==> src/rtl/dmem_pkg.sv <==
// Shared widths, encodings and request/command structs for the four-bank data memory
// Imported by every module of the memory subsystem and by the testbench
package dmem_pkg;

	//////////////////////////////////////////////////
	// Widths and geometry
	//////////////////////////////////////////////////
	localparam int WORD_WIDTH     = 32;                     // Data word
	localparam int STRB_BITS      = WORD_WIDTH / 8;         // One strobe per byte lane
	localparam int NUM_BANKS      = 4;                      // Banks, also vector lanes
	localparam int BANK_SEL_BITS  = 2;                      // Word addr [1:0]
	localparam int ROW_BITS       = 8;                      // Row within a bank
	localparam int BANK_DEPTH     = 1 << ROW_BITS;          // 256 words per bank
	localparam int WORD_ADDR_BITS = ROW_BITS + BANK_SEL_BITS; // Row above bank bits
	localparam int BYTE_ADDR_BITS = WORD_ADDR_BITS + 2;     // Scalar byte address

	//////////////////////////////////////////////////
	// Encodings
	//////////////////////////////////////////////////
	// Store size, same codes as funct3 of SB/SH/SW
	typedef enum logic [1:0] {
		ST_BYTE = 2'd0,
		ST_HALF = 2'd1,
		ST_WORD = 2'd2
	} store_sel_e;

	// Load kind, funct3 codes
	typedef enum logic [2:0] {
		LD_B  = 3'b000,
		LD_H  = 3'b001,
		LD_W  = 3'b010,
		LD_BU = 3'b100,
		LD_HU = 3'b101
	} load_sel_e;

	// Owner of one bank in the current cycle
	typedef enum logic [1:0] {
		SRC_NONE   = 2'd0,
		SRC_SCALAR = 2'd1,
		SRC_VECTOR = 2'd2,
		SRC_CON    = 2'd3
	} source_e;

	// One word per lane / bank
	typedef logic [NUM_BANKS-1:0][WORD_WIDTH-1:0] lane_data_t;

	//////////////////////////////////////////////////
	// Peer requests
	//////////////////////////////////////////////////
	typedef struct packed {
		logic                      valid;
		logic                      is_store;
		store_sel_e                store_sel;  // Only for stores
		load_sel_e                 load_sel;   // Only for loads
		logic [BYTE_ADDR_BITS-1:0] addr;
		logic [WORD_WIDTH-1:0]     wdata;      // Unaligned, low bits hold the value
	} scalar_req_t;

	typedef struct packed {
		logic                                valid;
		logic                                is_store;
		logic [NUM_BANKS-1:0][ROW_BITS-1:0] row;   // Lane i goes to bank i
		lane_data_t                          wdata;
	} vector_req_t;

	typedef struct packed {
		logic                      valid;
		logic [STRB_BITS-1:0]      strb;   // All zero means read
		logic [WORD_ADDR_BITS-1:0] addr;
		logic [WORD_WIDTH-1:0]     wdata;
	} con_req_t;

	// Per-bank command from the arbiter
	typedef struct packed {
		logic                 en;
		logic [STRB_BITS-1:0] strb;
		logic [ROW_BITS-1:0]  row;
		logic [WORD_WIDTH-1:0] wdata;
	} bank_cmd_t;

	typedef bank_cmd_t [NUM_BANKS-1:0] bank_cmd_arr_t;

	// Read owner, one cycle behind the access
	typedef struct packed {
		logic                     s_rd;    // Scalar load in flight
		logic                     c_rd;    // Controller read in flight
		logic                     v_rd;    // Vector load in flight
		logic [BANK_SEL_BITS-1:0] s_bank;
		logic [1:0]               offset;  // Scalar byte offset
		load_sel_e                load_sel;
		logic [BANK_SEL_BITS-1:0] c_bank;
	} rd_tag_t;

endpackage

==> src/rtl/store_align.sv <==
// Scalar store alignment: splits the byte address and builds strobes and lane data
// Purely combinational, feeds the arbiter's scalar inputs
`timescale 1ns/1ps

module store_align (
	input  dmem_pkg::scalar_req_t                    req,
	output logic [dmem_pkg::BANK_SEL_BITS-1:0]      bank,
	output logic [dmem_pkg::ROW_BITS-1:0]           row,
	output logic [dmem_pkg::STRB_BITS-1:0]          strb,
	output logic [dmem_pkg::WORD_WIDTH-1:0]         wdata
);
	import dmem_pkg::*;

	logic [1:0] offset;    // Byte within the word

	// Byte address = {row, bank, offset}
	assign offset = req.addr[1:0];
	assign bank   = req.addr[BANK_SEL_BITS+1:2];
	assign row    = req.addr[BYTE_ADDR_BITS-1:BANK_SEL_BITS+2];

	always_comb begin
		strb  = '0;           // Loads write nothing
		wdata = req.wdata;
		if (req.is_store) begin
			case (req.store_sel)
				ST_BYTE: begin
					// One lane, byte copied everywhere
					strb  = STRB_BITS'(1) << offset;
					wdata = {4{req.wdata[7:0]}};
				end
				ST_HALF: begin
					// Bit 1 picks the half, bit 0 ignored
					strb  = offset[1] ? 4'b1100 : 4'b0011;
					wdata = {2{req.wdata[15:0]}};
				end
				ST_WORD: begin
					strb  = '1;       // Offset ignored
					wdata = req.wdata;
				end
				default: begin
					strb  = '0;       // Unused code, drop the write
					wdata = req.wdata;
				end
			endcase
		end
	end

endmodule

==> config.mk <==
export PLATFORM = sky130hd
export DESIGN_NAME = store_align
export DESIGN_NICKNAME = d
export VERILOG_FILES = /design/src/rtl/dmem_pkg.sv /design/src/rtl/store_align.sv
export SDC_FILE = /design/constraint.sdc
export NUM_CORES = 1
export LEC_CHECK = 0
export BUFFER_PORTS_ARGS = -buffer_cell sky130_fd_sc_hd__clkbuf_2
export CAP_MARGIN = 10
export CELL_PAD_IN_SITES_DETAIL_PLACEMENT = 1
export CELL_PAD_IN_SITES_GLOBAL_PLACEMENT = 1
export CORE_MARGIN = 8
export CORE_UTILIZATION = 18
export DETAILED_ROUTE_END_ITERATION = 6
export PLACE_DENSITY_LB_ADDON = 0.1
export SETUP_SLACK_MARGIN = 0.1
export SLEW_MARGIN = 10
export SYNTH_ARGS = -nofsm -noshare
export SYNTH_HDL_FRONTEND = slang
export SYNTH_SLANG_ARGS = --single-unit
==> constraint.sdc <==
create_clock -name vclk -period 1.4
set_input_delay 0.28 -clock vclk [all_inputs]
set_output_delay 0.28 -clock vclk [all_outputs]
set_load 0.05 [all_outputs]
Yosys cells after proc, flatten, opt, wreduce, memory -nomap -nowiden
Cells that the tools add are included.
{"block": "classes", "n_reduce_logical": 1, "shift": 1, "eq_ne": 2, "n_mux": 5}
{"cell": "$pmux W32 S2", "n": 1}
{"cell": "$mux W32", "n": 1}
{"cell": "$pmux W4 S3", "n": 1}
{"cell": "$mux W4", "n": 2}
{"cell": "$shl A1 B2 Y4 const A", "n": 1}
{"cell": "$eq A2 B1 Y1 const B", "n": 1}
{"cell": "$eq A2 B2 Y1 const B", "n": 1}
{"cell": "$logic_not A2 Y1", "n": 1}
{"block": "word_totals", "input_bits": 51, "elab_cells": 9, "output_inout_bits": 46, "register_bits": 0}

Longest topological paths before layout
{"block": "depth", "depth_word": 3, "mapped_depth": 5}

Least setup slack after synthesis
Ideal clock, no wire load.
{"block": "synth_timing", "kind": "input to output", "startpoint": "in req[48] (netlist name)", "endpoint": "out wdata[29] (netlist name)", "path_slack_ps": -686, "stages": 4, "t_arrival_ps": 1806, "required_time_ps": 1120, "cell_sequence": "nand2b_4 > buf_6 > buf_2 > o21ai_0"}
{"block": "synth_via", "elab_chain_len": 3, "elab_cells_between_ends": 4, "classes_between": "eq/ne (1); mux (2); reduce/logical (1)"}
{"item": "start, declared", "line_no": "store_align.sv:6", "rtl": "input dmem_pkg::scalar_req_t req,"}
{"item": "$eq A2 B1 Y1 / $logic_not A2 Y1 (equally long branches)", "line_no": "store_align.sv:25", "rtl": "case (req.store_sel)"}
{"item": "$pmux W32 S2 (*)", "line_no": "store_align.sv:25"}
{"item": "$mux W32 (*)", "line_no": "store_align.sv:24", "rtl": "if (req.is_store) begin"}
{"item": "end, declared", "line_no": "store_align.sv:10", "rtl": "output logic [dmem_pkg::WORD_WIDTH-1:0] wdata"}
Every way passes the cells marked *; elsewhere a longest branch is shown, timed or not.

Worst setup path after layout
{"block": "layout_timing", "startpoint": "in req[48] (netlist name)", "endpoint": "out wdata[15] (netlist name)"}
Same word-level chain as after synthesis.

==> impl_metrics.json <==
{
  "max_stage_delay_ps": 340,
  "critical_path_class": "primary input to output port",
  "hold_start": "req[39]",
  "internal_power_uw": 345,
  "pwr-share-clk_pct": 0,
  "grt_pass1_vias": 895,
  "worstPathArrival_ps": 1270,
  "fin_crit_sh_pct": 111,
  "combPwrFrac_pct": 100.0,
  "p_sw_uw": 463,
  "routed_via_density": 4.09,
  "syn2layout_area_growth_pct": 127,
  "regArea_sq_um": 0,
  "fin_cells": 181,
  "rsz0062_at_grt": "yes",
  "ys_seq_area_share_pct": 0,
  "synth.distinct_cells": 14,
  "fin_crit_ps": 1550,
  "drt_iter0_markers": 3,
  "setup_slack_ps": -154,
  "yosysMostFrequentCell": "buf_4",
  "slew_headroom_pct": 81.7,
  "hold_violations": 0,
  "synthAdderAreaFrac_pct": 0,
  "tightest_slew_ps": 267,
  "grt_max_degree": 10,
  "clock_buffers": 0,
  "cp-startpoint": "req[48]",
  "io_buffer_count": 73,
  "ys_warn_count": 0,
  "setup_viol": 27,
  "die_w_um": 75.7,
  "fmax_ghz": 0.644,
  "wl_um": 2780,
  "syn_area_sq_um": 642,
  "rows": 21,
  "grt_usage_pct": 9.27,
  "gp_congestion": 0.610,
  "fin_nets": 188,
  "initial_core_util_pct": 18.9,
  "endpoint_kind": "output port",
  "n_fill_cell": 374,
  "ant_nets": 0,
  "yosys.area.top_type_share_pct": 28.1,
  "die_y_um": 75.7,
  "violations": "negative setup slack",
  "hold_ws_ps": 560,
  "syn_inst": 77,
  "startpoint_type": "primary input",
  "coreArea_sq_um": 3390,
  "n_antenna_cell": 0,
  "max_cap_violations": 0,
  "synth_mux_area_share_pct": 47.6,
  "status": "finished with violations",
  "cp_slowest_cell": "mux2_4",
  "synth_xor_area_share_pct": 0,
  "hp-class": "primary input to output port",
  "vias": 741,
  "grt_antenna_before_repair": 0,
  "place_hpwl_um": 2430,
  "synthTopCellsByArea": "mux2_4 (28%), buf_4 (21%), mux2i_1 (12%)",
  "routedWlPerCell_um": 15.4,
  "cp_max_fo": 8,
  "synth_largest_area_cell": "mux2_4",
  "required_ps": 1120,
  "dr.pass1.iters": 2,
  "swShare_pct": 57.3,
  "power_density_nw_per_um2": 554,
  "synth_compound_area_share_pct": 10.9,
  "nFlopsAndLatches": 0,
  "p_seq_share_pct": 0,
  "power_uw": 808,
  "slew_viol_final": 0,
  "synth_top_family_by_area": "multiplexers",
  "grt_pass1_wl_um": 4150,
  "synth.avg_cell_area_sq_um": 8.34,
  "multi_input_area_sq_um": 663,
  "top_level_ports": 97,
  "dp_cells": 181,
  "yosys.area_share.simple_pct": 13.3,
  "grt-ovfl-total": 0,
  "synthesis.nets": 128,
  "ys_top_cells_by_count": "buf_4 (18), mux2_4 (12), nand2_1 (10), o21ai_0 (10), mux2i_1 (8)",
  "peakVddDrop_mv": 0.245,
  "die_area_sq_um": 5730,
  "path_cells": "buf_6 -> nand2b_4 -> nor2_8 -> mux2_4 -> clkbuf_16",
  "drive_gt1_share_pct": 89.6,
  "leakagePower_nw": 0.709,
  "drc": 0
}
-- worst max-delay path: cells and delay by family --
| family | cells | cell delay (ps) |
|---|---|---|
| buffers and inverters | 2 | 260 |
| AND/OR/NAND/NOR | 2 | 390 |
| multiplexers | 1 | 340 |
-- per-stage QoR --
step	TNS [ps]	worst slack [ps]	util, %	cell area [sq um]
floorplan	-656	-203	-	736
detailed placement	-4530	-222	35.6	1210
global placement	-4320	-219	35.6	1210
global route	-3580	-176	43.0	1460
CTS	-3860	-196	41.3	1400
finish	-2560	-154	43.0	1460
-- layout make-up --
class                           count  area share [%]
Inverter                            2           0.515
Multi-Input combinational cell     53            45.5
Tap cell                           46            3.95
Timing Repair Buffer               80            50.0
-- power groups by stage --
stage | Combinational [mW] | Sequential, mW | Clock [mW]
final | 0.808 | 0 | 0
after global routing | 0.844 | 0 | 0
after CTS | 0.788 | 0 | 0
after detailed placement | 0.705 | 0 | 0
after global placement | 0.698 | 0 | 0
after floorplan | 0.540 | 0 | 0
-- worst paths after layout --
kind,to,slack (ps),cells past startpoint
worst max-delay path,wdata[15],-150,5
worst min-delay path,row[3],560,0
-- layout by cell type, fill, tap and decap left out --
cell / netlist / layout
a21oi_2: 0 / 2
a21oi_4: 0 / 2
buf_12: 0 / 12
buf_4: 18 / 7
buf_6: 3 / 5
buf_8: 0 / 7
clkbuf_16: 0 / 1
clkbuf_2: 0 / 44
clkbuf_4: 0 / 4
inv_1: 2 / 2
mux2_2: 4 / 4
mux2_4: 12 / 12
mux2i_1: 8 / 2
mux2i_2: 0 / 1
mux2i_4: 0 / 5
nand2_1: 10 / 8
nand2_4: 0 / 2
nand2b_1: 1 / 1
nand2b_4: 1 / 1
nor2_2: 0 / 2
nor2_8: 1 / 1
o21ai_1: 0 / 1
o21ai_2: 0 / 2
o21ai_4: 0 / 7
-- kinds of logic after synthesis --
group	after synthesis
AOI/OAI and AO/OA	14
buffers and inverters	24
and+or+nand+nor	15
muxes	24
-- layer usage --
metal / global-route usage (%) / wire length (um) / vias to the layer above
met3: 3.82 / 354 / 0
met2: 17.6 / 1450 / 42
met4: 0 / 0 / 0
li1: - / - / 368
met1: 9.78 / 973 / 331
met5: 0 / 0 / -
-- timing repair --
action | CTS | global route
endpoints found under the setup margin | 28 | 28
cloned | 0 | 0
gates resized for setup | 46 | 21
setup buffers | 1 | 0
hold buffers | 0 | 0
pin swaps | 2 | 2
(Power assumes the default switching activity.)
