<file path="config.mk">
export PLATFORM = sky130hd
export DESIGN_NAME = mem_arbiter
export DESIGN_NICKNAME = d
export VERILOG_FILES = /design/src/rtl/dmem_pkg.sv /design/src/rtl/mem_arbiter.sv
export SDC_FILE = /design/constraint.sdc
export NUM_CORES = 1
export LEC_CHECK = 0
export BUFFER_PORTS_ARGS = -buffer_cell sky130_fd_sc_hd__clkbuf_2
export CORE_AREA = 2 2 177 179
export CTS_BUF_LIST = sky130_fd_sc_hd__clkbuf_16
export DETAILED_ROUTE_END_ITERATION = 10
export DIE_AREA = 0 0 179 181
export HOLD_SLACK_MARGIN = 0.05
export PLACE_DENSITY = 0.38
export SYNTH_ARGS = -nofsm -noshare
export SYNTH_HDL_FRONTEND = slang
export SYNTH_SLANG_ARGS = --single-unit
</file>
<file path="constraint.sdc">
create_clock -name clk_buf -period 2.1 [get_ports clk_buf]
set_clock_uncertainty 0.1 [all_clocks]
set_input_delay 0.21 -clock clk_buf [delete_from_list [all_inputs] [get_ports clk_buf]]
set_output_delay 0.21 -clock clk_buf [all_outputs]
set_load 0.03 [all_outputs]
</file>
<file path="src/rtl/dmem_pkg.sv">
// Shared widths, encodings and request/command structs for the four-bank data memory
// Imported by every module of the memory subsystem and by the testbench
package dmem_pkg;

	//////////////////////////////////////////////////
	// Widths and geometry
	//////////////////////////////////////////////////
	localparam int WORD_WIDTH     = 32;                     // Data word
	localparam int STRB_BITS      = WORD_WIDTH / 8;         // One strobe per byte lane
	localparam int NUM_BANKS      = 4;                      // Banks, also vector lanes
	localparam int BANK_SEL_BITS  = 2;                      // Word addr [1:0]
	localparam int ROW_BITS       = 8;                      // Row within a bank
	localparam int BANK_DEPTH     = 1 << ROW_BITS;          // 256 words per bank
	localparam int WORD_ADDR_BITS = ROW_BITS + BANK_SEL_BITS; // Row above bank bits
	localparam int BYTE_ADDR_BITS = WORD_ADDR_BITS + 2;     // Scalar byte address

	//////////////////////////////////////////////////
	// Encodings
	//////////////////////////////////////////////////
	// Store size, same codes as funct3 of SB/SH/SW
	typedef enum logic [1:0] {
		ST_BYTE = 2'd0,
		ST_HALF = 2'd1,
		ST_WORD = 2'd2
	} store_sel_e;

	// Load kind, funct3 codes
	typedef enum logic [2:0] {
		LD_B  = 3'b000,
		LD_H  = 3'b001,
		LD_W  = 3'b010,
		LD_BU = 3'b100,
		LD_HU = 3'b101
	} load_sel_e;

	// Owner of one bank in the current cycle
	typedef enum logic [1:0] {
		SRC_NONE   = 2'd0,
		SRC_SCALAR = 2'd1,
		SRC_VECTOR = 2'd2,
		SRC_CON    = 2'd3
	} source_e;

	// One word per lane / bank
	typedef logic [NUM_BANKS-1:0][WORD_WIDTH-1:0] lane_data_t;

	//////////////////////////////////////////////////
	// Peer requests
	//////////////////////////////////////////////////
	typedef struct packed {
		logic                      valid;
		logic                      is_store;
		store_sel_e                store_sel;  // Only for stores
		load_sel_e                 load_sel;   // Only for loads
		logic [BYTE_ADDR_BITS-1:0] addr;
		logic [WORD_WIDTH-1:0]     wdata;      // Unaligned, low bits hold the value
	} scalar_req_t;

	typedef struct packed {
		logic                                valid;
		logic                                is_store;
		logic [NUM_BANKS-1:0][ROW_BITS-1:0] row;   // Lane i goes to bank i
		lane_data_t                          wdata;
	} vector_req_t;

	typedef struct packed {
		logic                      valid;
		logic [STRB_BITS-1:0]      strb;   // All zero means read
		logic [WORD_ADDR_BITS-1:0] addr;
		logic [WORD_WIDTH-1:0]     wdata;
	} con_req_t;

	// Per-bank command from the arbiter
	typedef struct packed {
		logic                 en;
		logic [STRB_BITS-1:0] strb;
		logic [ROW_BITS-1:0]  row;
		logic [WORD_WIDTH-1:0] wdata;
	} bank_cmd_t;

	typedef bank_cmd_t [NUM_BANKS-1:0] bank_cmd_arr_t;

	// Read owner, one cycle behind the access
	typedef struct packed {
		logic                     s_rd;    // Scalar load in flight
		logic                     c_rd;    // Controller read in flight
		logic                     v_rd;    // Vector load in flight
		logic [BANK_SEL_BITS-1:0] s_bank;
		logic [1:0]               offset;  // Scalar byte offset
		load_sel_e                load_sel;
		logic [BANK_SEL_BITS-1:0] c_bank;
	} rd_tag_t;

endpackage

</file>
<file path="src/rtl/mem_arbiter.sv">
// Fixed-priority arbiter for the shared banks: scalar, then vector, then controller
// Builds one command per bank and registers the owner of each read for the load path
`timescale 1ns/1ps

module mem_arbiter (
	input  logic                                   clk_buf,
	input  logic                                   arst_n,

	// Scalar peer, already aligned
	input  logic                                   s_valid,
	input  logic                                   s_is_store,
	input  logic [dmem_pkg::BANK_SEL_BITS-1:0]     s_bank,
	input  logic [dmem_pkg::ROW_BITS-1:0]          s_row,
	input  logic [1:0]                             s_offset,
	input  logic [dmem_pkg::STRB_BITS-1:0]         s_strb,
	input  logic [dmem_pkg::WORD_WIDTH-1:0]        s_wdata,
	input  dmem_pkg::load_sel_e                    s_load_sel,

	// Vector and controller peers
	input  dmem_pkg::vector_req_t                  vreq,
	input  dmem_pkg::con_req_t                     creq,
	output logic                                   vec_gnt,
	output logic                                   con_gnt,

	// Toward banks and load path
	output dmem_pkg::bank_cmd_arr_t                cmd,
	output dmem_pkg::rd_tag_t                      tag
);
	import dmem_pkg::*;

	logic [BANK_SEL_BITS-1:0] c_bank;          // Controller word addr [1:0]
	logic [ROW_BITS-1:0]      c_row;
	source_e                  owner [NUM_BANKS]; // Who drives each bank
	rd_tag_t                  tag_d;
	logic                     any_rd;

	assign c_bank = creq.addr[BANK_SEL_BITS-1:0];
	assign c_row  = creq.addr[WORD_ADDR_BITS-1:BANK_SEL_BITS];

	//////////////////////////////////////////////////
	// Grants
	//////////////////////////////////////////////////
	// Vector needs every bank, so any scalar blocks it
	assign vec_gnt = vreq.valid && !s_valid;
	// Controller loses to vector and to a scalar on its bank
	assign con_gnt = creq.valid && !vec_gnt && !(s_valid && (s_bank == c_bank));

	// Bank ownership
	always_comb begin
		for (int b = 0; b < NUM_BANKS; b++) begin
			if (vec_gnt)
				owner[b] = SRC_VECTOR;
			else if (s_valid && (s_bank == BANK_SEL_BITS'(b)))
				owner[b] = SRC_SCALAR;   // Scalar never waits
			else if (con_gnt && (c_bank == BANK_SEL_BITS'(b)))
				owner[b] = SRC_CON;
			else
				owner[b] = SRC_NONE;
		end
	end

	//////////////////////////////////////////////////
	// Per-bank commands
	//////////////////////////////////////////////////
	always_comb begin
		for (int b = 0; b < NUM_BANKS; b++) begin
			cmd[b] = '0;
			case (owner[b])
				SRC_SCALAR: begin
					cmd[b].en    = 1'b1;
					cmd[b].strb  = s_strb;       // Zero on a load
					cmd[b].row   = s_row;
					cmd[b].wdata = s_wdata;
				end
				SRC_VECTOR: begin
					cmd[b].en    = 1'b1;
					cmd[b].strb  = vreq.is_store ? '1 : '0;  // Full words only
					cmd[b].row   = vreq.row[b];  // Lane b on bank b
					cmd[b].wdata = vreq.wdata[b];
				end
				SRC_CON: begin
					cmd[b].en    = 1'b1;
					cmd[b].strb  = creq.strb;
					cmd[b].row   = c_row;
					cmd[b].wdata = creq.wdata;
				end
				default: cmd[b] = '0;        // Idle bank
			endcase
		end
	end

	//////////////////////////////////////////////////
	// Read tag, one cycle of latency
	//////////////////////////////////////////////////
	always_comb begin
		tag_d          = '0;
		tag_d.s_rd     = s_valid && !s_is_store;
		tag_d.c_rd     = con_gnt && (creq.strb == '0);
		tag_d.v_rd     = vec_gnt && !vreq.is_store;
		tag_d.s_bank   = s_bank;
		tag_d.offset   = s_offset;
		tag_d.load_sel = s_load_sel;
		tag_d.c_bank   = c_bank;      // Scalar and controller may both read
	end

	assign any_rd = tag_d.s_rd || tag_d.c_rd || tag_d.v_rd;

	always_ff @(posedge clk_buf or negedge arst_n) begin
		if (!arst_n)
			tag <= '0;                  // No owner after reset
		else
			tag <= any_rd ? tag_d : '0; // Cleared on cycles without a read
	end

endmodule

</file>
==> After elaboration in Yosys (flattened, before gate mapping) <==
Cells that the tools add are included.
{ "classes": {"eq_ne": 19, "n_mux": 18, "n_reduce_logical": 25} }
{ "ops": {"columns": ["op", "n"], "rows": [
  ["case mux 45 bit (3 select lines)", 4],
  ["== test 2 bit, second input constant", 12],
  ["2-to-1 mux 2 bit", 12],
  ["logical AND 1 bit", 15],
  ["== test 2 x 1 -> 1 bit, second input constant", 6],
  ["2-to-1 mux 12 bit", 1],
  ["logical NOT 1 bit", 5],
  ["logical NOT 2 bit", 2],
  ["logical NOT 4 bit", 1],
  ["2-to-1 mux 4 bit", 1],
  ["== test 2 bit", 1],
  ["logical OR 1 bit", 2]
]} }
{ "word_totals": {"ff_bits": 12, "out_inout_bits": 194, "word_cells": 69} }

==> Depth between registers and ports, before layout <==
Gate-level depths: netlist (run 1).
{ "logic_depth": {"word_depth": 11, "mapped_depth": 7, "depth_no_buf": 4} }

==> Worst setup path after synthesis (run 1) <==
No wires, ideal clock.
{ "synth_timing": {"path_kind": "input-to-output", "startpoint": "input port creq[32] in the netlist's numbering", "endpoint": "output port cmd[11] in the netlist's numbering", "arrival_ns": 1.723, "t_required_ns": 1.790, "setup_slack_ns": 0.067, "cell_stages": 4, "path_buffers": 2, "cell_sequence": "buf_2 > or3_4 > buf_2 > o31ai_1"} }
{ "synth_lines": {"columns": ["element", "line", "source"], "rows": [
  ["start, declared", "mem_arbiter.sv:21", "input dmem_pkg::con_req_t creq,"],
  ["end, declared", "mem_arbiter.sv:26", "output dmem_pkg::bank_cmd_arr_t cmd,"]
]} }

==> results of run 1 <==
logic make-up after synthesis:
family	after synthesis	synth area share
AO/OA/AOI/OAI	363	0.667
buffers and inverters	73	0.106
XOR/XNOR	2	0.00510
AND/OR/NAND/NOR	84	0.134
flip-flops	12	0.0875
routing by layer:
metal	wire, um	track usage	vias up
li1	-	-	3035
met1	10800	0.179	3112
met2	14300	0.298	392
met3	1890	0.0149	45
met4	932	0.0524	0
met5	0	0	-
cells in the mapped netlist, types with 3 or more instances:
| cell type | number | area (um^2) |
|---|---|---|
| sky130_fd_sc_hd__a221o_1 | 8 | 80.1 |
| sky130_fd_sc_hd__dfrtp_1 | 12 | 300 |
| sky130_fd_sc_hd__a22oi_1 | 160 | 1200 |
| sky130_fd_sc_hd__and3b_1 | 3 | 26.3 |
| sky130_fd_sc_hd__buf_4 | 5 | 37.5 |
| sky130_fd_sc_hd__o21ai_0 | 128 | 641 |
| sky130_fd_sc_hd__buf_2 | 33 | 165 |
| sky130_fd_sc_hd__buf_6 | 4 | 45.0 |
| sky130_fd_sc_hd__a21oi_1 | 8 | 40.0 |
| sky130_fd_sc_hd__o21ai_1 | 47 | 235 |
| sky130_fd_sc_hd__nand4_1 | 10 | 62.6 |
| sky130_fd_sc_hd__nor2_1 | 3 | 11.3 |
| sky130_fd_sc_hd__o31ai_1 | 11 | 82.6 |
| sky130_fd_sc_hd__clkbuf_1 | 28 | 105 |
| sky130_fd_sc_hd__nand2_1 | 47 | 176 |
| sky130_fd_sc_hd__nand3_1 | 4 | 20.0 |
what timing repair did:
action                                  4_1_cts  5_1_grt
resized for setup                             0        3
endpoints found under the setup margin        0        3
buffers inserted                              0        0
hold buffers                                  1        0
hold endpoints to repair                     12        0
layout by cell type (no fill, tap or decap):
master | synthesis | routed
sky130_fd_sc_hd__clkbuf_2 | 1 | 455
sky130_fd_sc_hd__a22oi_1 | 160 | 160
sky130_fd_sc_hd__o21ai_0 | 128 | 127
sky130_fd_sc_hd__o21ai_1 | 47 | 48
sky130_fd_sc_hd__nand2_1 | 47 | 47
sky130_fd_sc_hd__buf_4 | 5 | 40
sky130_fd_sc_hd__buf_12 | 0 | 18
sky130_fd_sc_hd__dfrtp_1 | 12 | 12
sky130_fd_sc_hd__o31ai_1 | 11 | 11
sky130_fd_sc_hd__nand4_1 | 10 | 10
sky130_fd_sc_hd__a221o_1 | 8 | 8
sky130_fd_sc_hd__a21oi_1 | 8 | 8
sky130_fd_sc_hd__nand3_1 | 4 | 4
sky130_fd_sc_hd__nor2_1 | 3 | 3
sky130_fd_sc_hd__clkbuf_16 | 0 | 3
sky130_fd_sc_hd__xnor2_1 | 2 | 2
sky130_fd_sc_hd__nor3b_2 | 1 | 2
sky130_fd_sc_hd__or3_4 | 2 | 2
sky130_fd_sc_hd__and3b_2 | 0 | 2
sky130_fd_sc_hd__nand3b_1 | 2 | 2
sky130_fd_sc_hd__nor4_2 | 2 | 2
sky130_fd_sc_hd__buf_2 | 33 | 2
sky130_fd_sc_hd__nand2b_4 | 1 | 1
sky130_fd_sc_hd__inv_4 | 0 | 1
sky130_fd_sc_hd__inv_1 | 1 | 1
sky130_fd_sc_hd__a31o_2 | 1 | 1
sky130_fd_sc_hd__nand2b_1 | 1 | 1
sky130_fd_sc_hd__nor4_4 | 1 | 1
sky130_fd_sc_hd__and3b_1 | 3 | 1
sky130_fd_sc_hd__nand4b_1 | 1 | 1
sky130_fd_sc_hd__and3_2 | 0 | 1
sky130_fd_sc_hd__or3_1 | 1 | 1
sky130_fd_sc_hd__nor2b_1 | 1 | 1
sky130_fd_sc_hd__nor3b_1 | 2 | 1
sky130_fd_sc_hd__and3_1 | 2 | 1
sky130_fd_sc_hd__clkinv_1 | 0 | 1
sky130_fd_sc_hd__dlygate4sd3_1 | 0 | 1
per-stage QoR:
step / area (um^2) / util / instances
after global placement: 6530 / 0.215 / 1374
after global routing: 6620 / 0.218 / 1379
after CTS: 6620 / 0.218 / 1379
final: 6620 / 0.218 / 1379
after detailed placement: 6530 / 0.215 / 1374
after floorplan: 3430 / - / 534
where the power goes:
group / switching, mW / internal [mW]
sequential: 0.00342 / 0.244
combinational: 1.28 / 0.635
clock: 0.0920 / 0.250
total: 1.37 / 1.13
final cells by class:
| class | instances | area (um^2) |
|---|---|---|
| Clock buffer | 3 | 75.1 |
| Clock inverter | 1 | 3.75 |
| Fill cell | 3533 | 23700 |
| Inverter | 2 | 10.0 |
| Multi-Input combinational cell | 449 | 2780 |
| Sequential cell | 12 | 300 |
| Tap cell | 396 | 495 |
| Timing Repair Buffer | 516 | 2960 |
worst max path at each step:
stage	startpoint	end	slack [ns]	cells after the start
2_1_floorplan	creq[32]	cmd[11]	0.07	4
3_3_place_gp	creq[33]	cmd[21]	0.01	6
3_5_place_dp	creq[33]	cmd[21]	0.04	6
4_1_cts	creq[33]	cmd[21]	0.03	6
5_1_grt	s_valid	cmd[28]	0.008	6
6_report	s_bank[1]	cmd[65]	0.07	6
==> results by stage, run 1 <==
Placed design:
- Input and output buffers added on the ports amount to 457.
- The HPWL after detailed placement is 22.0 mm.
- Routability-driven placement finished with a final weighted congestion of 0.894.
- The worst setup timing slack at the placement stage is 0.0370 ns.

Yosys:
- The cell area that synthesis handed to floorplanning was 3430 um^2.
- The sequential cell area fraction in the yosys report is 0.0875.
- The count of warnings emitted by yosys is 0.
- In this run, synthesis produced a sequential element count of 12.
- For this run, the leading register cell type out of synthesis is sky130_fd_sc_hd__dfrtp_1.
- The cell count after synthesis is 534.
- The number of nets in the synthesized netlist is 798.
- After synthesis, the share of flip-flops with an asynchronous set or reset is 1.00.
- The per-instance average area after synthesis is 6.43 um^2.
- Yosys mapped a number of flops with a built-in enable equal to 0.
- The count of unique library cells instantiated by Yosys is 33.

Detailed routing:
- Once detail routing completed, the nets flagged for antenna violations numbered 0.
- Wires add up to 28.0 mm.
- In the routed design, unresolved DRC markers number 0.
- The per-cell routed wire length is 20.3 um.
- The iteration-0 DRC count of the detailed router is 461.
- Using the TritonRoute via totals, the vias-per-cell ratio works out to 4.77.
- The number of vias after detailed routing is 6584.
- The length of the first detailed-routing pass in iterations is 5.

Power:
- The overall power after layout is 2.50 mW.
- The reported leakage power is 3.30 nW.
- The worst IR drop on VDD is 326 uV.
- The ratio of total power to cell area is 378 nW/um^2.

Global routing:
- The largest net degree at the start of global routing is 65.
- The number of antenna violations at the first check in global routing is 0.
- The global router's overall resource usage is 0.156.
- The via count of the first global-routing pass is 6268.
- The aggregate global routing overflow is 0.
- The global-route wire length before repair is 38.6 mm.

STA:
- Setup violations remaining at the end of the flow were counted as 0.
- Setup slack closes at 0.0704 ns.
- The final max-slew violation count is 0.
- Setup repair after global routing left no endpoint under its margin.
- The number of failing hold endpoints at the final stage is 0.
- Of the available clock period, the critical path in the final layout requires 0.966.
- The fmax is 493 MHz.
- The time the worst path needs with I/O delays and setup is 2.03 ns.
- The summed negative setup slack over all endpoints is 0 ns.
- The transition at the pin with the smallest max-transition slack is 0.625 ns.
- The smallest hold slack is 0.129 ns.
- The worst slew margin relative to its limit is 0.581.

Floorplanning:
- The I/O pin count is 458.
- The horizontal die dimension is 179 um.
- The number of placement rows is 64.
- The die outline area is 32400 um^2.
- The vertical extent of the die is 181 um.
- The effective utilization at floorplan is 0.113.
- After floorplanning, the core was sized to cover 30300 um^2.

Setup path:
- The cell at the slowest stage of the critical path is sky130_fd_sc_hd__or3_4.
- The critical path goes through clkbuf_2 -> and3b_2 -> or3_4 -> buf_12 -> o21ai_1 -> buf_2.
- The cell family contributing the most delay on the critical path is simple AND/OR/NAND/NOR gates.
- The critical path data required time is 1.79 ns.
- STA classifies the critical path startpoint as a primary input.
- For the worst setup path, the data arrival time is 1.72 ns.
- The total buffers and inverters traversed by the critical path is 3.
- The peak fanout along the critical path is 19.
- STA classifies the critical path endpoint as a primary output.
- The longest individual stage delay on the worst path is 0.43 ns.
- The critical path is of the primary input to primary output type.

Cells and area:
- The antenna diode count is 0.
- The largest registers in the layout are tag x12.
- The share of final-layout standard cells stronger than drive strength 1 is 0.540.
- Ranked by flip-flop count, first place goes to tag.
- The final layout net count is 1248.
- The number of flip-flops under the largest register name is 12.
- Compared with the post-synthesis result, the final layout area differs by 92.8%.

Clock network:
- The total clock buffers created by CTS is 3.
- The clock tree from TritonCTS is yes.
- In this run the number of H-tree levels came out at 1.
- The longest clock path from root to sink contains 2 buffers.
- The clock input transition at the sequential cells of the worst setup and hold paths is 0.04 ns.
- Counting every sink on the clock net gives 12.
- The root buffer cell is sky130_fd_sc_hd__clkbuf_16.

Min path:
- Counting instances, the worst hold path has a depth of 2.
- The type of the tightest min-delay check is primary input to register.
- For hold timing, the worst endpoint is tag[9]$_DFF_PN0_.
- The worst min-delay path startpoint is vreq[160].

Run status:
- The flow ran to the end, and the final reports show no timing, DRC or antenna violations.

Job:
- The reported max-cap violation count is 0.
Note: power is estimated with default switching activity, not from simulation.
==> run 2: changes to the inputs <==
Settings changed: ABC_AREA set to 1, CORE_AREA 2 2 177 179 to 2 2 176 178, DIE_AREA 0 0 179 181 to 0 0 178 180, PLACE_DENSITY 0.38 to 0.43.
==> run 2 against run 1 <==
Effect of this change: fmax increased by 2.5%; critical path depth rose by 1; first-iteration DRC count grew 49%; setup slack improved by 0.050 ns; sequential share of layout area fell by 0.70 points; global-route usage up 5.1 points; power rose by 14%; final cell count increased by 30%; routed wire length up 26%; critical path type unchanged; critical endpoint is now cmd[151]; largest cell class is now multi-input gates.
==> results by stage, run 2 <==
Detailed routing:
- The number of nets with antenna violations after routing is 0.
- The number of vias after detailed routing is 8453.
- For this run, design rule violations remaining after detail routing come to 0.
- The per-cell routed wire length is 19.7 um.
- The detailed-route vias per instance is 4.72.
- The iteration-0 DRC count of the detailed router is 686.
- The length of the first detailed-routing pass in iterations is 5.
- The wire length reported by the detailed router is 35.3 mm.

STA:
- The transition at the pin with the smallest max-transition slack is 0.499 ns.
- Of the available clock period, the critical path in the final layout requires 0.943.
- The final max-slew violation count is 0.
- The number of setup violations in the final report is 0.
- The summed negative setup slack over all endpoints is 0 ns.
- Setup repair after global routing left no endpoint under its margin.
- The worst path in the final design needs a cycle of 1.98 ns, including I/O delays and setup.
- The fmax is 505 MHz.
- The number of failing hold endpoints at the final stage is 0.
- Measured against its own limit, the worst slew margin works out to 0.667.

Cells and area:
- The share of final-layout standard cells stronger than drive strength 1 is 0.380.
- The area growth from synthesis to layout is 66.1%.
- After routing the design area is 7840 um^2.
- After the last flow step, the layout net total stands at 1659.
- The register with the most flip-flops in the layout has 12 of them.
- Ranked by flip-flop count, first place goes to tag.
- The leading cell type in the layout, fill and taps excluded is sky130_fd_sc_hd__clkbuf_2.
- The largest registers in the layout are tag x12.
- The count of non-filler cells in the finished layout is 1790.
- The repair_antennas step left the layout with diodes totalling 0.
- Leaving out fill and tap cells, the most frequent cells in the layout are sky130_fd_sc_hd__clkbuf_2, sky130_fd_sc_hd__nand2_1, sky130_fd_sc_hd__nor2_1, sky130_fd_sc_hd__inv_1, sky130_fd_sc_hd__a21oi_1.

Floorplanning:
- Row generation in the floorplan step produced 64 rows.
- Pin placement for this block handled 458 I/O pins.
- The floorplan step defined a die boundary enclosing 32000 um^2.
- The die is 178 um wide.
- The area inside the core boundary is 30200 um^2.
- The vertical extent of the die is 180 um.
- The initial utilization of the core area, before any placement, comes to 0.156.

Min path:
- The startpoint identified for the worst hold timing path is s_is_store.
- The type of the tightest min-delay check is primary input to register.
- The worst hold path terminates at tag[11]$_DFF_PN0_.
- The cell count of the worst hold path is 2.

Yosys:
- In this run, synthesis produced a sequential element count of 12.
- For this run, asynchronously set or reset flops after synthesis account for 1.00.
- The cell count after synthesis is 959.
- The count of unique library cells instantiated by Yosys is 24.
- The cell type with the largest total area after synthesis is sky130_fd_sc_hd__nand2_1.
- The per-instance average area after synthesis is 4.92 um^2.
- The dominant synthesized flop cell is sky130_fd_sc_hd__dfrtp_1.
- The most frequent cell after synthesis is sky130_fd_sc_hd__nand2_1.
- The area of the mapped netlist is 4720 um^2.
- Of the synthesized area, sequential elements account for 0.0637.
- Ranked by total cell area, the synthesized netlist is headed by sky130_fd_sc_hd__nand2_1, sky130_fd_sc_hd__nand4_1, sky130_fd_sc_hd__a21oi_1, sky130_fd_sc_hd__o21ai_0, sky130_fd_sc_hd__nor2_1.
- The Yosys step of the flow raised 0 warnings.
- Ranked by instance count, the synthesized netlist is headed by sky130_fd_sc_hd__nand2_1, sky130_fd_sc_hd__nor2_1, sky130_fd_sc_hd__inv_1.
- The number of nets in the synthesized netlist is 1223.
- Of the post-synthesis cell area, the dominant cell type holds 0.200.
- Yosys mapped a number of flops with a built-in enable equal to 0.

Setup path:
- The type of element launching the critical path is a primary input.
- The type of the worst setup path is primary input to primary output.
- Walking the worst path, the cells encountered are clkbuf_4 -> nor2_8 -> buf_12 -> buf_4 -> nand2_1 -> nand3_1 -> clkbuf_2.
- Grouping stages by cell kind, the critical path spends the most delay in buffers and inverters.
- The worst setup path is captured at a primary output.
- Data on the critical path is required at its endpoint by 1.79 ns.
- The number of buffers and inverters on the critical path is 4.
- Data arrives at the worst endpoint at 1.67 ns.
- The peak fanout along the critical path is 41.
- The longest individual stage delay on the worst path is 0.33 ns.
- The cell at the slowest stage of the critical path is sky130_fd_sc_hd__buf_4.

Power:
- The overall power after layout is 2.85 mW.
- In this run the static leakage power is 4.49 nW.
- The worst IR drop on VDD is 166 uV.
- Power spread over the standard cell area amounts to 364 nW/um^2.

Global routing:
- The largest net degree at the start of global routing is 45.
- The aggregate global routing overflow is 0.
- The global router's overall resource usage is 0.207.
- The via count of the first global-routing pass was 8140.
- The global-route wire length before repair is 50.8 mm.
- The number of antenna violations at the first check in global routing is 0.

Placed design:
- The congestion estimate from routability-driven global placement came to 0.899.
- The number of port buffers is 457.
- The cell area after placement is 7740 um^2.
- The sum of net half-perimeters after detailed placement is 28.6 mm.
- Once placement completed, the tool counted placed cells totaling 1785.

Clock network:
- TritonCTS built the clock tree.
- The total clock buffers created by CTS is 3.
- The buffer count from post-CTS setup fixing is 0.
- The root buffer cell chosen for the clock tree is sky130_fd_sc_hd__clkbuf_16.
- CTS saw 12 sinks.
- The deepest clock path buffer count is 2.
- Clock-pin slew was measured on the worst setup and hold paths at 0.04 ns.
- The H-tree level count is 1.

Run status:
- The run finished with clean final reports.

Job:
- The tool flagged a number of max-cap violations equal to 0.
## run 2: changes by cell type after synthesis, moves of 71 or more
| cell | delta |
|---|---|
| sky130_fd_sc_hd__nand3_1 | +82 |
| sky130_fd_sc_hd__a21oi_1 | +82 |
| sky130_fd_sc_hd__nand4_1 | +71 |
| sky130_fd_sc_hd__nand2_1 | +204 |
| sky130_fd_sc_hd__nor2_1 | +112 |
| sky130_fd_sc_hd__inv_1 | +104 |
| sky130_fd_sc_hd__a22oi_1 | -155 |
## run 2: cells by family (layout without fill, tap and decap cells)
kind of cell	after synthesis	count (layout)	synth area share
compound gates	213	213	0.240
buf+inv	191	626	0.182
flops	12	12	0.0637
simple gates	543	543	0.515
## run 2: area by class of cell
| type | instances | area (um^2) |
|---|---|---|
| fill | 3606 | 22400 |
| sequential | 12 | 300 |
| clock inverter | 1 | 3.75 |
| timing repair buffer | 510 | 2960 |
| multi-input combinational | 756 | 3580 |
| inverter | 112 | 420 |
| tap | 396 | 495 |
| clock buffer | 3 | 75.1 |
## run 2: worst max-delay path by stage
stage | startpoint | to | slack, ns | cells past startpoint
after global placement | s_valid | cmd[108] | 0.05 | 6
final | s_valid | cmd[151] | 0.12 | 7
after detailed placement | s_valid | cmd[108] | 0.05 | 6
after floorplan | s_valid | cmd[154] | 0.41 | 8
after global routing | s_valid | cmd[77] | 0.03 | 9
after CTS | s_valid | cmd[155] | 0.04 | 10
## run 2: what timing repair did
action                                  4_1_cts  5_1_grt
resized for setup                             0        5
hold endpoints to repair                     12        0
endpoints found under the setup margin        0        6
hold buffers                                  1        0
## run 2: stage by stage
stage	setup slack, ns	utilization	hold WS (ns)
2_1_floorplan	0.408	-	-0.186
3_3_place_gp	0.0467	0.256	0.0155
3_5_place_dp	0.0463	0.256	0.0148
4_1_cts	0.0444	0.259	0.0523
5_1_grt	0.0346	0.260	0.0619
6_report	0.121	0.260	0.0569
## run 2: power breakdown
group | leakage (nW) | switching [mW] | internal, mW
logic | 4.29 | 1.54 | 0.702
clock network | 0.0385 | 0.103 | 0.251
registers | 0.159 | 0.00467 | 0.244
## run 2: routing by layer
metal / track usage / part of all wire
met5: 0 / 0
met4: 0.0603 / 0.030
met3: 0.0271 / 0.078
met2: 0.349 / 0.47
met1: 0.273 / 0.42
